===== src/design/sdram_sched_pkg.sv =====
package sdram_sched_pkg;

  // ----------------------------------------------------------------------
  // SDRAM command encodings {ras_n, cas_n, we_n}
  // ----------------------------------------------------------------------
  typedef enum logic [2:0] {
    NOOP = 3'b111,
    ACTV = 3'b011, // row open
    READ = 3'b101,
    WRTE = 3'b100,
    BTRM = 3'b110, // burst terminate, never issued here
    PRCH = 3'b010, // row close
    ARSR = 3'b001, // auto refresh
    MRST = 3'b000  // mode register set, never issued here
  } sdram_cmd_e;

  // ----------------------------------------------------------------------
  // address fields, request address is {row, bank, column}
  // ----------------------------------------------------------------------
  localparam int ADDR_W    = 26;
  localparam int ROW_W     = 12;
  localparam int BANK_W    = 2;
  localparam int COL_W     = 12;
  localparam int PAGE_W    = ROW_W + BANK_W;
  localparam int SD_ADDR_W = 13;
  localparam int WE_W      = 4;

  // auto precharge / precharge-all bit of the SDRAM address
  localparam int AP_BIT = 10;
  localparam logic [SD_ADDR_W-1:0] PRCH_ALL_ADDR = SD_ADDR_W'(1) << AP_BIT;

  // ----------------------------------------------------------------------
  // command spacing
  // ----------------------------------------------------------------------
  localparam int CNT_W = 4;
  localparam logic [CNT_W-1:0] CNT_RELOAD_ARSR = 4'd3;
  localparam logic [CNT_W-1:0] CNT_RELOAD_CMD  = 4'd12;
  localparam logic [CNT_W-1:0] CNT_RELOAD_IDLE = 4'd14;
  localparam logic [CNT_W-1:0] CNT_DONE_NORM   = 4'd13; // 13 or 14
  localparam logic [CNT_W-1:0] CNT_DONE_DELAY  = 4'd15; // 15 or wrapped 0

  // activate timer, top bit set once tRAS has passed
  localparam int ACTV_W = 3;
  localparam logic [ACTV_W-1:0] ACTV_MIN = 3'b100;

endpackage


===== src/design/page_hit_decode.sv =====
`timescale 1ns/1ps

module page_hit_decode (
  input  logic [sdram_sched_pkg::ADDR_W-1:0]    rand_address,
  input  logic                                  rand_request,
  input  logic                                  rand_we,
  input  logic [sdram_sched_pkg::ADDR_W-1:0]    bulk_address,
  input  logic                                  bulk_request,
  input  logic                                  bulk_we,
  input  logic                                  page_open,
  input  logic [sdram_sched_pkg::PAGE_W-1:0]    open_page,
  input  logic                                  refresh_pending,
  output logic                                  hit_rand,
  output logic                                  hit_bulk,
  output logic                                  hit_any,
  output logic                                  access_write,
  output logic [sdram_sched_pkg::PAGE_W-1:0]    next_page,
  output logic [sdram_sched_pkg::SD_ADDR_W-1:0] next_sd_addr,
  output logic [sdram_sched_pkg::BANK_W-1:0]    next_bank
);

  logic [sdram_sched_pkg::PAGE_W-1:0] rand_page;
  logic [sdram_sched_pkg::PAGE_W-1:0] bulk_page;
  logic [sdram_sched_pkg::PAGE_W-1:0] src_page;
  logic [sdram_sched_pkg::ADDR_W-1:0] src_address;
  logic [sdram_sched_pkg::ROW_W-1:0]  src_row;
  logic [sdram_sched_pkg::COL_W-1:0]  src_col;
  logic                               access_ok;

  // row and bank sit in the top address bits
  assign rand_page = rand_address[sdram_sched_pkg::ADDR_W-1 -: sdram_sched_pkg::PAGE_W];
  assign bulk_page = bulk_address[sdram_sched_pkg::ADDR_W-1 -: sdram_sched_pkg::PAGE_W];

  // no access while a refresh waits or with the page closed
  assign access_ok = page_open && !refresh_pending;

  assign hit_bulk = bulk_request && access_ok && (bulk_page == open_page);
  assign hit_rand = rand_request && !bulk_request && access_ok &&
                    (rand_page == open_page); // bulk masks random
  assign hit_any  = hit_rand || hit_bulk;

  assign access_write = bulk_request ? bulk_we : (rand_request && rand_we);

  // ----------------------------------------------------------------------
  // address source, bulk first
  // ----------------------------------------------------------------------
  assign src_address = bulk_request ? bulk_address : rand_address;
  assign src_page    = src_address[sdram_sched_pkg::ADDR_W-1 -: sdram_sched_pkg::PAGE_W];
  assign src_row     = src_address[sdram_sched_pkg::ADDR_W-1 -: sdram_sched_pkg::ROW_W];
  assign src_col     = src_address[sdram_sched_pkg::COL_W-1:0];

  always_comb
  begin
    if (hit_any)
    begin
      // column address, 16-bit halves
      next_sd_addr = {src_col, 1'b0};
      next_page    = open_page;
      next_bank    = open_page[sdram_sched_pkg::BANK_W-1:0];
    end
    else
    begin
      // row address, AP bit kept clear
      next_sd_addr = {src_row[sdram_sched_pkg::ROW_W-1:sdram_sched_pkg::AP_BIT],
                      1'b0,
                      src_row[sdram_sched_pkg::AP_BIT-1:0]};
      next_page    = src_page;
      next_bank    = src_page[sdram_sched_pkg::BANK_W-1:0];
    end
  end

endmodule


===== src/design/command_issue.sv =====
`timescale 1ns/1ps

module command_issue (
  input  logic                        INPUT_CLOCK,
  input  logic                        RST,
  input  logic                        refresh_strobe,
  input  logic                        rand_request,
  input  logic                        bulk_request,
  input  logic                        hit_any,
  input  logic                        access_write,
  input  logic                        page_open,
  input  logic                        last_was_write,
  input  sdram_sched_pkg::sdram_cmd_e latched_cmd,
  input  logic                        refresh_ack,
  output logic                        issue,
  output sdram_sched_pkg::sdram_cmd_e issue_cmd,
  output logic                        refresh_pending
);

  logic                                second_stroke; // low right after an issue
  logic                                wait_n;        // spacing not yet done
  logic                                access_burst;  // last issue was READ/WRTE
  logic [sdram_sched_pkg::CNT_W-1:0]   counter;
  logic [sdram_sched_pkg::ACTV_W-1:0]  actv_timer;
  logic                                norm_done;
  logic                                delay_done;
  logic                                wait_next_n;
  logic                                on_page_ok;
  logic                                override_ok;
  sdram_sched_pkg::sdram_cmd_e         cmd_non_access;

  // ----------------------------------------------------------------------
  // command choice
  // ----------------------------------------------------------------------
  always_comb
  begin
    if (page_open && actv_timer[sdram_sched_pkg::ACTV_W-1])
      cmd_non_access = sdram_sched_pkg::PRCH;
    else if (page_open)
      cmd_non_access = sdram_sched_pkg::NOOP; // tRAS still running
    else if (refresh_pending)
      cmd_non_access = sdram_sched_pkg::ARSR;
    else
      cmd_non_access = sdram_sched_pkg::ACTV;
  end

  assign issue_cmd = hit_any ?
                     (access_write ? sdram_sched_pkg::WRTE : sdram_sched_pkg::READ) :
                     cmd_non_access;

  // ----------------------------------------------------------------------
  // issue decision
  // ----------------------------------------------------------------------
  // each done window is two counts wide
  assign norm_done  = (counter == sdram_sched_pkg::CNT_DONE_NORM) ||
                      (counter == sdram_sched_pkg::CNT_DONE_NORM + 1'b1);
  assign delay_done = (counter == sdram_sched_pkg::CNT_DONE_DELAY) ||
                      (counter == sdram_sched_pkg::CNT_DONE_DELAY + 1'b1);

  always_comb
  begin
    if (!second_stroke)
      wait_next_n = 1'b1;
    else if (!hit_any && page_open && last_was_write)
      wait_next_n = !delay_done; // write recovery before PRCH
    else
      wait_next_n = !norm_done;
  end

  // same-type access back to back
  assign on_page_ok  = second_stroke && access_burst &&
                       (last_was_write ? access_write : !access_write);
  assign override_ok = second_stroke && !wait_n &&
                       (rand_request || bulk_request || refresh_pending);

  assign issue = (hit_any && on_page_ok) || override_ok;

  // ----------------------------------------------------------------------
  // sequential state
  // ----------------------------------------------------------------------
  always_ff @(posedge INPUT_CLOCK)
  begin
    if (!RST)
    begin
      second_stroke   <= 1'b1;
      wait_n          <= 1'b1;
      access_burst    <= 1'b0;
      counter         <= sdram_sched_pkg::CNT_RELOAD_IDLE;
      actv_timer      <= sdram_sched_pkg::ACTV_MIN;
      refresh_pending <= 1'b0;
    end
    else
    begin
      refresh_pending <= refresh_strobe ^ refresh_ack; // one ARSR per toggle
      second_stroke   <= !issue;

      if (!second_stroke && (latched_cmd == sdram_sched_pkg::ACTV))
        actv_timer <= '0;
      else if (!actv_timer[sdram_sched_pkg::ACTV_W-1])
        actv_timer <= actv_timer + 1'b1;

      // reload on the cycle the command is on the bus
      if (!second_stroke)
      begin
        case (latched_cmd)
          sdram_sched_pkg::ARSR: counter <= sdram_sched_pkg::CNT_RELOAD_ARSR;
          sdram_sched_pkg::NOOP: counter <= sdram_sched_pkg::CNT_RELOAD_IDLE;
          default:               counter <= sdram_sched_pkg::CNT_RELOAD_CMD;
        endcase
      end
      else
        counter <= counter + {{(sdram_sched_pkg::CNT_W-1){1'b0}}, wait_n};

      if (issue)
      begin
        wait_n       <= 1'b1;
        access_burst <= hit_any;
      end
      else
        wait_n <= wait_next_n;
    end
  end

endmodule


===== src/design/bank_state_tracker.sv =====
`timescale 1ns/1ps

module bank_state_tracker (
  input  logic                                  INPUT_CLOCK,
  input  logic                                  RST,
  input  logic                                  issue,
  input  sdram_sched_pkg::sdram_cmd_e           issue_cmd,
  input  logic                                  hit_rand,
  input  logic                                  hit_bulk,
  input  logic [sdram_sched_pkg::PAGE_W-1:0]    next_page,
  input  logic [sdram_sched_pkg::SD_ADDR_W-1:0] next_sd_addr,
  input  logic [sdram_sched_pkg::BANK_W-1:0]    next_bank,
  input  logic [sdram_sched_pkg::WE_W-1:0]      rand_we_array,
  input  logic [sdram_sched_pkg::WE_W-1:0]      bulk_we_array,
  input  logic                                  refresh_strobe,
  output sdram_sched_pkg::sdram_cmd_e           sdram_command,
  output logic [sdram_sched_pkg::SD_ADDR_W-1:0] sdram_address,
  output logic [sdram_sched_pkg::BANK_W-1:0]    sdram_bank,
  output logic                                  rand_grant,
  output logic                                  bulk_grant,
  output logic [sdram_sched_pkg::WE_W-1:0]      we_array_out,
  output sdram_sched_pkg::sdram_cmd_e           latched_cmd,
  output logic                                  page_open,
  output logic [sdram_sched_pkg::PAGE_W-1:0]    open_page,
  output logic                                  last_was_write,
  output logic                                  refresh_ack
);

  sdram_sched_pkg::sdram_cmd_e cmd_q;
  logic                        hit_any;
  logic                        page_mismatch;

  assign hit_any       = hit_rand || hit_bulk;
  assign page_mismatch = page_open && !hit_any;

  // same register feeds the bus and the issue logic
  assign sdram_command = cmd_q;
  assign latched_cmd   = cmd_q;

  // ----------------------------------------------------------------------
  // command, address and grants
  // ----------------------------------------------------------------------
  always_ff @(posedge INPUT_CLOCK)
  begin
    if (!RST)
    begin
      cmd_q         <= sdram_sched_pkg::NOOP;
      sdram_address <= sdram_sched_pkg::PRCH_ALL_ADDR;
      sdram_bank    <= '0;
      rand_grant    <= 1'b0;
      bulk_grant    <= 1'b0;
    end
    else
    begin
      cmd_q <= issue ? issue_cmd : sdram_sched_pkg::NOOP;

      // wrong page open, keep A10 up for the coming PRCH
      if (page_mismatch)
        sdram_address <= sdram_sched_pkg::PRCH_ALL_ADDR;
      else if (issue)
      begin
        sdram_address <= next_sd_addr;
        sdram_bank    <= next_bank;
      end

      // grant only with the access itself
      rand_grant <= issue && hit_rand;
      bulk_grant <= issue && hit_bulk;
    end
  end

  // payload, qualified by page_open and the grants
  always_ff @(posedge INPUT_CLOCK)
  begin
    if (!page_mismatch && issue)
      open_page <= next_page;
    if (issue)
      we_array_out <= hit_bulk ? bulk_we_array : rand_we_array;
  end

  // ----------------------------------------------------------------------
  // bank state, follows the command on the bus
  // ----------------------------------------------------------------------
  always_ff @(posedge INPUT_CLOCK)
  begin
    if (!RST)
    begin
      page_open      <= 1'b0;
      last_was_write <= 1'b0;
      refresh_ack    <= 1'b0;
    end
    else
    begin
      case (cmd_q)
        sdram_sched_pkg::ACTV:
          page_open <= 1'b1;
        sdram_sched_pkg::PRCH:
          page_open <= 1'b0;
        sdram_sched_pkg::ARSR:
          refresh_ack <= refresh_strobe; // strobe level now served
        default:
          ;
      endcase

      if (cmd_q == sdram_sched_pkg::WRTE)
        last_was_write <= 1'b1;
      else if (cmd_q != sdram_sched_pkg::NOOP)
        last_was_write <= 1'b0;
    end
  end

endmodule


===== src/design/sdram_sched_top.sv =====
`timescale 1ns/1ps

module sdram_sched_top (
  input  logic                                  INPUT_CLOCK,
  input  logic                                  RST,
  input  logic                                  refresh_strobe,
  // random port
  input  logic [sdram_sched_pkg::ADDR_W-1:0]    rand_address,
  input  logic                                  rand_we,
  input  logic                                  rand_request,
  input  logic [sdram_sched_pkg::WE_W-1:0]      rand_we_array,
  output logic                                  rand_grant,
  // bulk port
  input  logic [sdram_sched_pkg::ADDR_W-1:0]    bulk_address,
  input  logic                                  bulk_we,
  input  logic                                  bulk_request,
  input  logic [sdram_sched_pkg::WE_W-1:0]      bulk_we_array,
  output logic                                  bulk_grant,
  // SDRAM side
  output logic [sdram_sched_pkg::SD_ADDR_W-1:0] sdram_address,
  output logic [sdram_sched_pkg::BANK_W-1:0]    sdram_bank,
  output sdram_sched_pkg::sdram_cmd_e           sdram_command,
  output logic [sdram_sched_pkg::WE_W-1:0]      we_array_out
);

  logic                                  hit_rand;
  logic                                  hit_bulk;
  logic                                  hit_any;
  logic                                  access_write;
  logic [sdram_sched_pkg::PAGE_W-1:0]    next_page;
  logic [sdram_sched_pkg::SD_ADDR_W-1:0] next_sd_addr;
  logic [sdram_sched_pkg::BANK_W-1:0]    next_bank;
  logic                                  issue;
  sdram_sched_pkg::sdram_cmd_e           issue_cmd;
  logic                                  refresh_pending;
  sdram_sched_pkg::sdram_cmd_e           latched_cmd;
  logic                                  page_open;
  logic [sdram_sched_pkg::PAGE_W-1:0]    open_page;
  logic                                  last_was_write;
  logic                                  refresh_ack;

  page_hit_decode u_page_hit_decode (
    .rand_address    (rand_address),
    .rand_request    (rand_request),
    .rand_we         (rand_we),
    .bulk_address    (bulk_address),
    .bulk_request    (bulk_request),
    .bulk_we         (bulk_we),
    .page_open       (page_open),
    .open_page       (open_page),
    .refresh_pending (refresh_pending),
    .hit_rand        (hit_rand),
    .hit_bulk        (hit_bulk),
    .hit_any         (hit_any),
    .access_write    (access_write),
    .next_page       (next_page),
    .next_sd_addr    (next_sd_addr),
    .next_bank       (next_bank)
  );

  command_issue u_command_issue (
    .INPUT_CLOCK     (INPUT_CLOCK),
    .RST             (RST),
    .refresh_strobe  (refresh_strobe),
    .rand_request    (rand_request),
    .bulk_request    (bulk_request),
    .hit_any         (hit_any),
    .access_write    (access_write),
    .page_open       (page_open),
    .last_was_write  (last_was_write),
    .latched_cmd     (latched_cmd),
    .refresh_ack     (refresh_ack),
    .issue           (issue),
    .issue_cmd       (issue_cmd),
    .refresh_pending (refresh_pending)
  );

  bank_state_tracker u_bank_state_tracker (
    .INPUT_CLOCK     (INPUT_CLOCK),
    .RST             (RST),
    .issue           (issue),
    .issue_cmd       (issue_cmd),
    .hit_rand        (hit_rand),
    .hit_bulk        (hit_bulk),
    .next_page       (next_page),
    .next_sd_addr    (next_sd_addr),
    .next_bank       (next_bank),
    .rand_we_array   (rand_we_array),
    .bulk_we_array   (bulk_we_array),
    .refresh_strobe  (refresh_strobe),
    .sdram_command   (sdram_command),
    .sdram_address   (sdram_address),
    .sdram_bank      (sdram_bank),
    .rand_grant      (rand_grant),
    .bulk_grant      (bulk_grant),
    .we_array_out    (we_array_out),
    .latched_cmd     (latched_cmd),
    .page_open       (page_open),
    .open_page       (open_page),
    .last_was_write  (last_was_write),
    .refresh_ack     (refresh_ack)
  );

endmodule


===== config.mk =====
export PLATFORM = sky130hd
export DESIGN_NAME = sdram_sched_top
export DESIGN_NICKNAME = d
export VERILOG_FILES = /design/src/design/sdram_sched_pkg.sv /design/src/design/page_hit_decode.sv /design/src/design/command_issue.sv /design/src/design/bank_state_tracker.sv /design/src/design/sdram_sched_top.sv
export SDC_FILE = /design/constraint.sdc
export NUM_CORES = 1
export LEC_CHECK = 0
export BUFFER_PORTS_ARGS = -buffer_cell sky130_fd_sc_hd__buf_2
export CAP_MARGIN = 40
export CORE_MARGIN = 3
export CORE_UTILIZATION = 45
export CTS_CLUSTER_SIZE = 14
export DETAILED_ROUTE_END_ITERATION = 10
export GPL_TIMING_DRIVEN = 0
export PLACE_DENSITY = 0.74
export SLEW_MARGIN = 25
export SYNTH_ARGS = -nofsm -noshare
export SYNTH_HDL_FRONTEND = slang
export SYNTH_SLANG_ARGS = --single-unit

===== constraint.sdc =====
create_clock -name INPUT_CLOCK -period 3.1 [get_ports INPUT_CLOCK]
set_clock_uncertainty 0.05 [all_clocks]
set_input_delay 0.155 -clock INPUT_CLOCK [delete_from_list [all_inputs] [get_ports INPUT_CLOCK]]
set_output_delay 0.155 -clock INPUT_CLOCK [all_outputs]
set_load 0.05 [all_outputs]

; ---- Yosys cells after proc, flatten, opt, wreduce, memory -nomap -nowiden
; Index checks and enable logic that the tools add are counted.
[classes]
add_sub_neg = 2
n_eq_ne = 11
mux = 19
bitwise = 5
reduce_logical = 44
[ops]
columns = operator, count
row1 = 14-bit equality test, 2
row2 = 26-bit two-way mux, 1
row3 = 1-bit logical AND, 19
row4 = 3-bit two-way mux, 5
row5 = 13-bit two-way mux, 1
row6 = 4-bit equality test (second input constant), 3
row7 = 1-bit logical NOT, 10
row8 = 4-bit two-way mux, 2
row9 = 4-bit case mux with 2 select lines, 1
row10 = 3-bit by 2-bit equality test with 1-bit output (second input constant), 2
row11 = 3-bit equality test (second input constant), 2
row12 = 1-bit logical OR, 6
row13 = 1-bit two-way mux, 6
row14 = 2-bit AND reduction, 3
row15 = 4-bit by 1-bit adder with 4-bit output, 1
row16 = 4-bit logical NOT, 1
row17 = 2-bit two-way mux, 2
row18 = 1-bit inverter, 4
row19 = 2-bit nonzero test, 2
row20 = 2-bit OR reduction, 2
row21 = 3-bit by 1-bit adder with 3-bit output (second input constant), 1
row22 = 3-bit by 1-bit equality test with 1-bit output (second input constant), 1
row23 = 3-bit inequality test (second input constant), 1
row24 = 3-bit OR reduction, 1
row25 = other kinds (2), 2
[totals]
reg_bits = 52
in_bits = 67
out_inout_bits = 24

; ---- Depth between registers and ports, before layout
[depth]
ltp_word = 10
mapped_depth = 8
depth_no_buf = 7

; ---- Cells and area by module
; A second synthesis with hierarchy kept.
[hier_totals]
hier_cells = 269
area_unflattened_um2 = 2931.6
[modules_own_cells]
columns = mod, instances, cells_per_inst, area_per_inst_um2, seq_area_each_um2
row1 = bank_state_tracker, 1, 102, 1450.1, 1001.0
row2 = page_hit_decode, 1, 103, 889.6, 0.0
row3 = command_issue, 1, 64, 591.8, 220.2

; ---- Worst setup path before layout
; OpenSTA, ideal clock, no wires.
[synth_path]
path_kind = reg-to-reg
start = register u_command_issue.second_stroke
end = register u_bank_state_tracker.open_page[0] (netlist bit) (enable)
setup_time_ns = 0.421
arrival_ns = 2.589
t_required_ns = 2.629
slack_ns = 0.039
stages_incl_launch_ff = 5
path_buffers = 2
synth_period_minus_slack_ns = 3.061
path_cell_list = dfxtp_1 -> clkbuf_1 -> o311ai_1 -> clkbuf_1 -> nor4_1
[synth_between]
elab_chain_len = 6
elab_cells_between_ends = 8
[synth_lines]
columns = item, line_no
row1 = start: declaration, command_issue.sv:20  ; logic second_stroke;
row2 = start signal: assignment, command_issue.sv:95  ; second_stroke <= !issue;
row3 = 1-bit logical AND (2 in a row), command_issue.sv:71  ; assign on_page_ok = second_stroke && access_burst &&
row4 = 1-bit logical AND, command_issue.sv:76  ; assign issue = (hit_any && on_page_ok) || override_ok;
row5 = 1-bit logical OR *, command_issue.sv:76
row6 = 1-bit logical AND *, bank_state_tracker.sv:75  ; if (!page_mismatch && issue)
row7 = 2-bit AND reduction (no line) *, -
row8 = end signal: assignment, bank_state_tracker.sv:76  ; open_page <= next_page;
row9 = end: declaration, bank_state_tracker.sv:24  ; output logic [sdram_sched_pkg::PAGE_W-1:0] open_page,
; Every way passes the cells marked *; elsewhere a longest branch is shown, timed or not.
; A chain may end at the register's enable or synchronous reset.

; ---- Worst setup path after layout
[layout_path]
start = register u_command_issue.second_stroke
end = register u_bank_state_tracker.open_page[13] (netlist bit) (enable)
; Same word-level chain as after synthesis.

==> flow_summary.json <==
{
  "grt_use_total_pct": 19.5,
  "cts_tree": "built",
  "root_buffer": "clkbuf_8",
  "finalCriticalPeriod_ns": 2.86,
  "drt_wl_total_um": 7290,
  "port_buffers": 90,
  "netlist_instances": 288,
  "p_switching_w": 0.000774,
  "grt_pass1_vias": 2416,
  "cts_setup_buffers": 0,
  "drt-initial-drc-count": 234,
  "rrSetupSlack_ns": 0.24,
  "grt-ovfl-total": 0,
  "hold_class": "input port to flip-flop",
  "dr.pass1.iters": 4,
  "r2r-end": "u_bank_state_tracker.open_page[13]",
  "synth-edff-count": 18,
  "cap_violations": 0,
  "yosysMostFrequentCell": "dfxtp_1",
  "dieArea_um2": 7370,
  "reg2regPathDepth": 7,
  "cts_max_level": 2,
  "area_growth_pct": 23.0,
  "start_kind": "flip-flop",
  "grt_start_max_net_pins": 17,
  "required_ns": 3.07,
  "finalHoldViolations": 0,
  "power.density_nw_per_um2": 584,
  "vias_per_cell": 5.41,
  "clk_pin_slew_worst_paths_ns": 0.10,
  "ys_async_sr_fraction_pct": 0,
  "cts_resized": 0,
  "floorplan.initialDensity_pct": 47.3,
  "holdBufCountCts": 0,
  "intPower_w": 0.00129,
  "slew_headroom_pct": 62.9,
  "yosys_most_used_dff": "dfxtp_1",
  "synth_nets": 358,
  "critPathKind": "flip-flop to flip-flop",
  "pwr-share-clk_pct": 18.7,
  "cts_buffers": 5,
  "postLayoutCoreUtil_pct": 58.2,
  "ys_seq_elements": 52,
  "die_x_um": 85.8,
  "synth_common_cells": "34 x dfxtp_1, 32 x xor2_1, 21 x nand2_1",
  "ir_worst_vdd_mv": 0.282,
  "layout_setup_ws_ns": 0.239,
  "syn-cell-area_um2": 2870,
  "postRouteAntennaNets": 0,
  "seq_area_frac_synth_pct": 42.6,
  "antenna_found_initial": 0,
  "clock.fmax_ghz": 0.349,
  "synth_top_area_share_pct": 23.7,
  "crit_fanout": 10,
  "drv_slew": 0,
  "pin_count": 91,
  "dp_hpwl_um": 5770,
  "p_leak_nw": 1.52,
  "finalCritPeriodShare_pct": 92.3,
  "cp.arrival_ns": 2.83,
  "fp.coreArea_um2": 6060,
  "crit_start": "u_command_issue.second_stroke",
  "yosysUniqueCellTypes": 42,
  "r2r_start": "u_command_issue.second_stroke",
  "postSynthAreaPerCell_um2": 9.96,
  "numClockSinks": 52,
  "drc": 0,
  "synthTopCellsByArea": "dfxtp_1 24%, edfxtp_1 19%, xor2_1 9.8%",
  "placed_area_um2": 3440,
  "num_vias": 2511,
  "power_w": 0.00206,
  "outcome": "finished clean",
  "final_net_count": 458,
  "rsz0062_at_grt": "no",
  "clockBufferDepth": 2,
  "gp_congestion": 0.844,
  "dp_slack_ns": 0.285,
  "rows": 28,
  "grt_pass1_wl_um": 11400,
  "yosysWarnings": 0,
  "switching_share_pct": 37.6,
  "postLayoutCellArea_um2": 3530,
  "seqPwrFrac_pct": 45.8,
  "die_y_um": 85.8,
  "cp-endpoint": "u_bank_state_tracker.open_page[13]",
  "synth_top_cell_by_area": "dfxtp_1",
  "num_antenna_cells": 0,
  "wl_per_cell_um": 15.7,
  "setup_viol": 0,
  "comb_power_share_pct": 35.5,
  "drive_gt1_share_pct": 34.7,
  "clkLatencyLatePin_ns": 0.30,
  "worst_pin_slew_ns": 0.552,
  "worst_setup_path_end_kind": "flip-flop"
}
## registers in the layout (all words and copies together) (netlist names), 2 cells and up
register and flops:
u_bank_state_tracker.latched_cmd 3, u_bank_state_tracker.open_page 14, u_bank_state_tracker.sdram_address 13, u_bank_state_tracker.sdram_bank 2, u_bank_state_tracker.we_array_out 4, u_command_issue.actv_timer 3, u_command_issue.counter 4
## cell type report
cell class              instances  area [um^2]
multi-input cells             213         1550
inverters                       5         18.8
flip-flops and latches         52         1220
clock inverters                 2         15.0
repair buffers                 93          473
plain buffers                  18         85.1
fillers                       567         2530
clock buffers                   6         72.6
well taps                      75         93.8
## cell families (layout without fill, tap and decap cells)
logic type                 count (synthesis)  count (layout)  share of synthesized area, %
xor gates and xnor gates                  34              34                          10.4
muxes                                     20              20                          7.59
AOI/OAI and AO/OA                         56              56                          15.1
DFF                                       52              52                          42.6
buffers and inverters                     23             124                          3.62
and+or+nand+nor                          100             100                          19.5
adders and majority gates                  3               3                          1.31
## placed cells by master, fill, tap and decap left out, drive strengths merged, types with 6 or more instances in the layout
| cell type | instances |
|---|---|
| buf | 101 |
| dfxtp | 34 |
| xor2 | 32 |
| nand2 | 21 |
| edfxtp | 18 |
| nand3 | 17 |
| clkbuf | 15 |
| a21oi | 15 |
| mux2 | 14 |
| nor3 | 14 |
| nor2b | 14 |
| a211o | 12 |
| a221oi | 11 |
| nor4 | 8 |
| nor2 | 7 |
| mux2i | 6 |
| inv | 6 |
## critical path, stage by stage (launching register included)
cell             delay, ns
dfxtp_1               0.34
clkbuf_1              0.35
o311ai_1              0.26
clkdlybuf4s18_2       0.31
clkbuf_1              0.26
nor4_2                0.58
buf_4                 0.26
buf_2                 0.17
## metal layers
metal	track usage, %	up-vias	share of wire [%]
met5	0	-	0
met4	4.03	0	1.5
met3	4.51	14	6.1
met2	32.9	94	48
met1	25.7	1144	45
li1	-	1259	-
## worst min path at each step
stage                     start                                    to  depth (start not counted)
6_report       rand_we_array[2]  u_bank_state_tracker.we_array_out[2]                          3
2_1_floorplan    refresh_strobe      u_bank_state_tracker.refresh_ack                          2
3_5_place_dp   rand_we_array[2]  u_bank_state_tracker.we_array_out[2]                          3
4_1_cts        rand_we_array[2]  u_bank_state_tracker.we_array_out[2]                          3
5_1_grt        rand_we_array[3]  u_bank_state_tracker.we_array_out[3]                          3
3_3_place_gp   rand_we_array[0]  u_bank_state_tracker.we_array_out[0]                          3
## power by group through the flow
stage          sequential (W)  combinational, W  clock (W)
6_report             0.000944          0.000732   0.000385
5_1_grt              0.000962          0.000793   0.000420
4_1_cts              0.000944          0.000735   0.000391
3_5_place_dp         0.000960          0.000731          0
3_3_place_gp         0.000957          0.000705          0
2_1_floorplan         0.00111          0.000370          0
## per-stage QoR
step | cells | hold slack [ns] | setup TNS, ns
4_1_cts | 464 | 0.0593 | 0
2_1_floorplan | 288 | 0.274 | 0
3_3_place_gp | 453 | 0.365 | -11.11
6_report | 464 | 0.0567 | 0
3_5_place_dp | 456 | 0.375 | 0
5_1_grt | 464 | 0.0505 | 0
(Power assumes the default switching activity.)
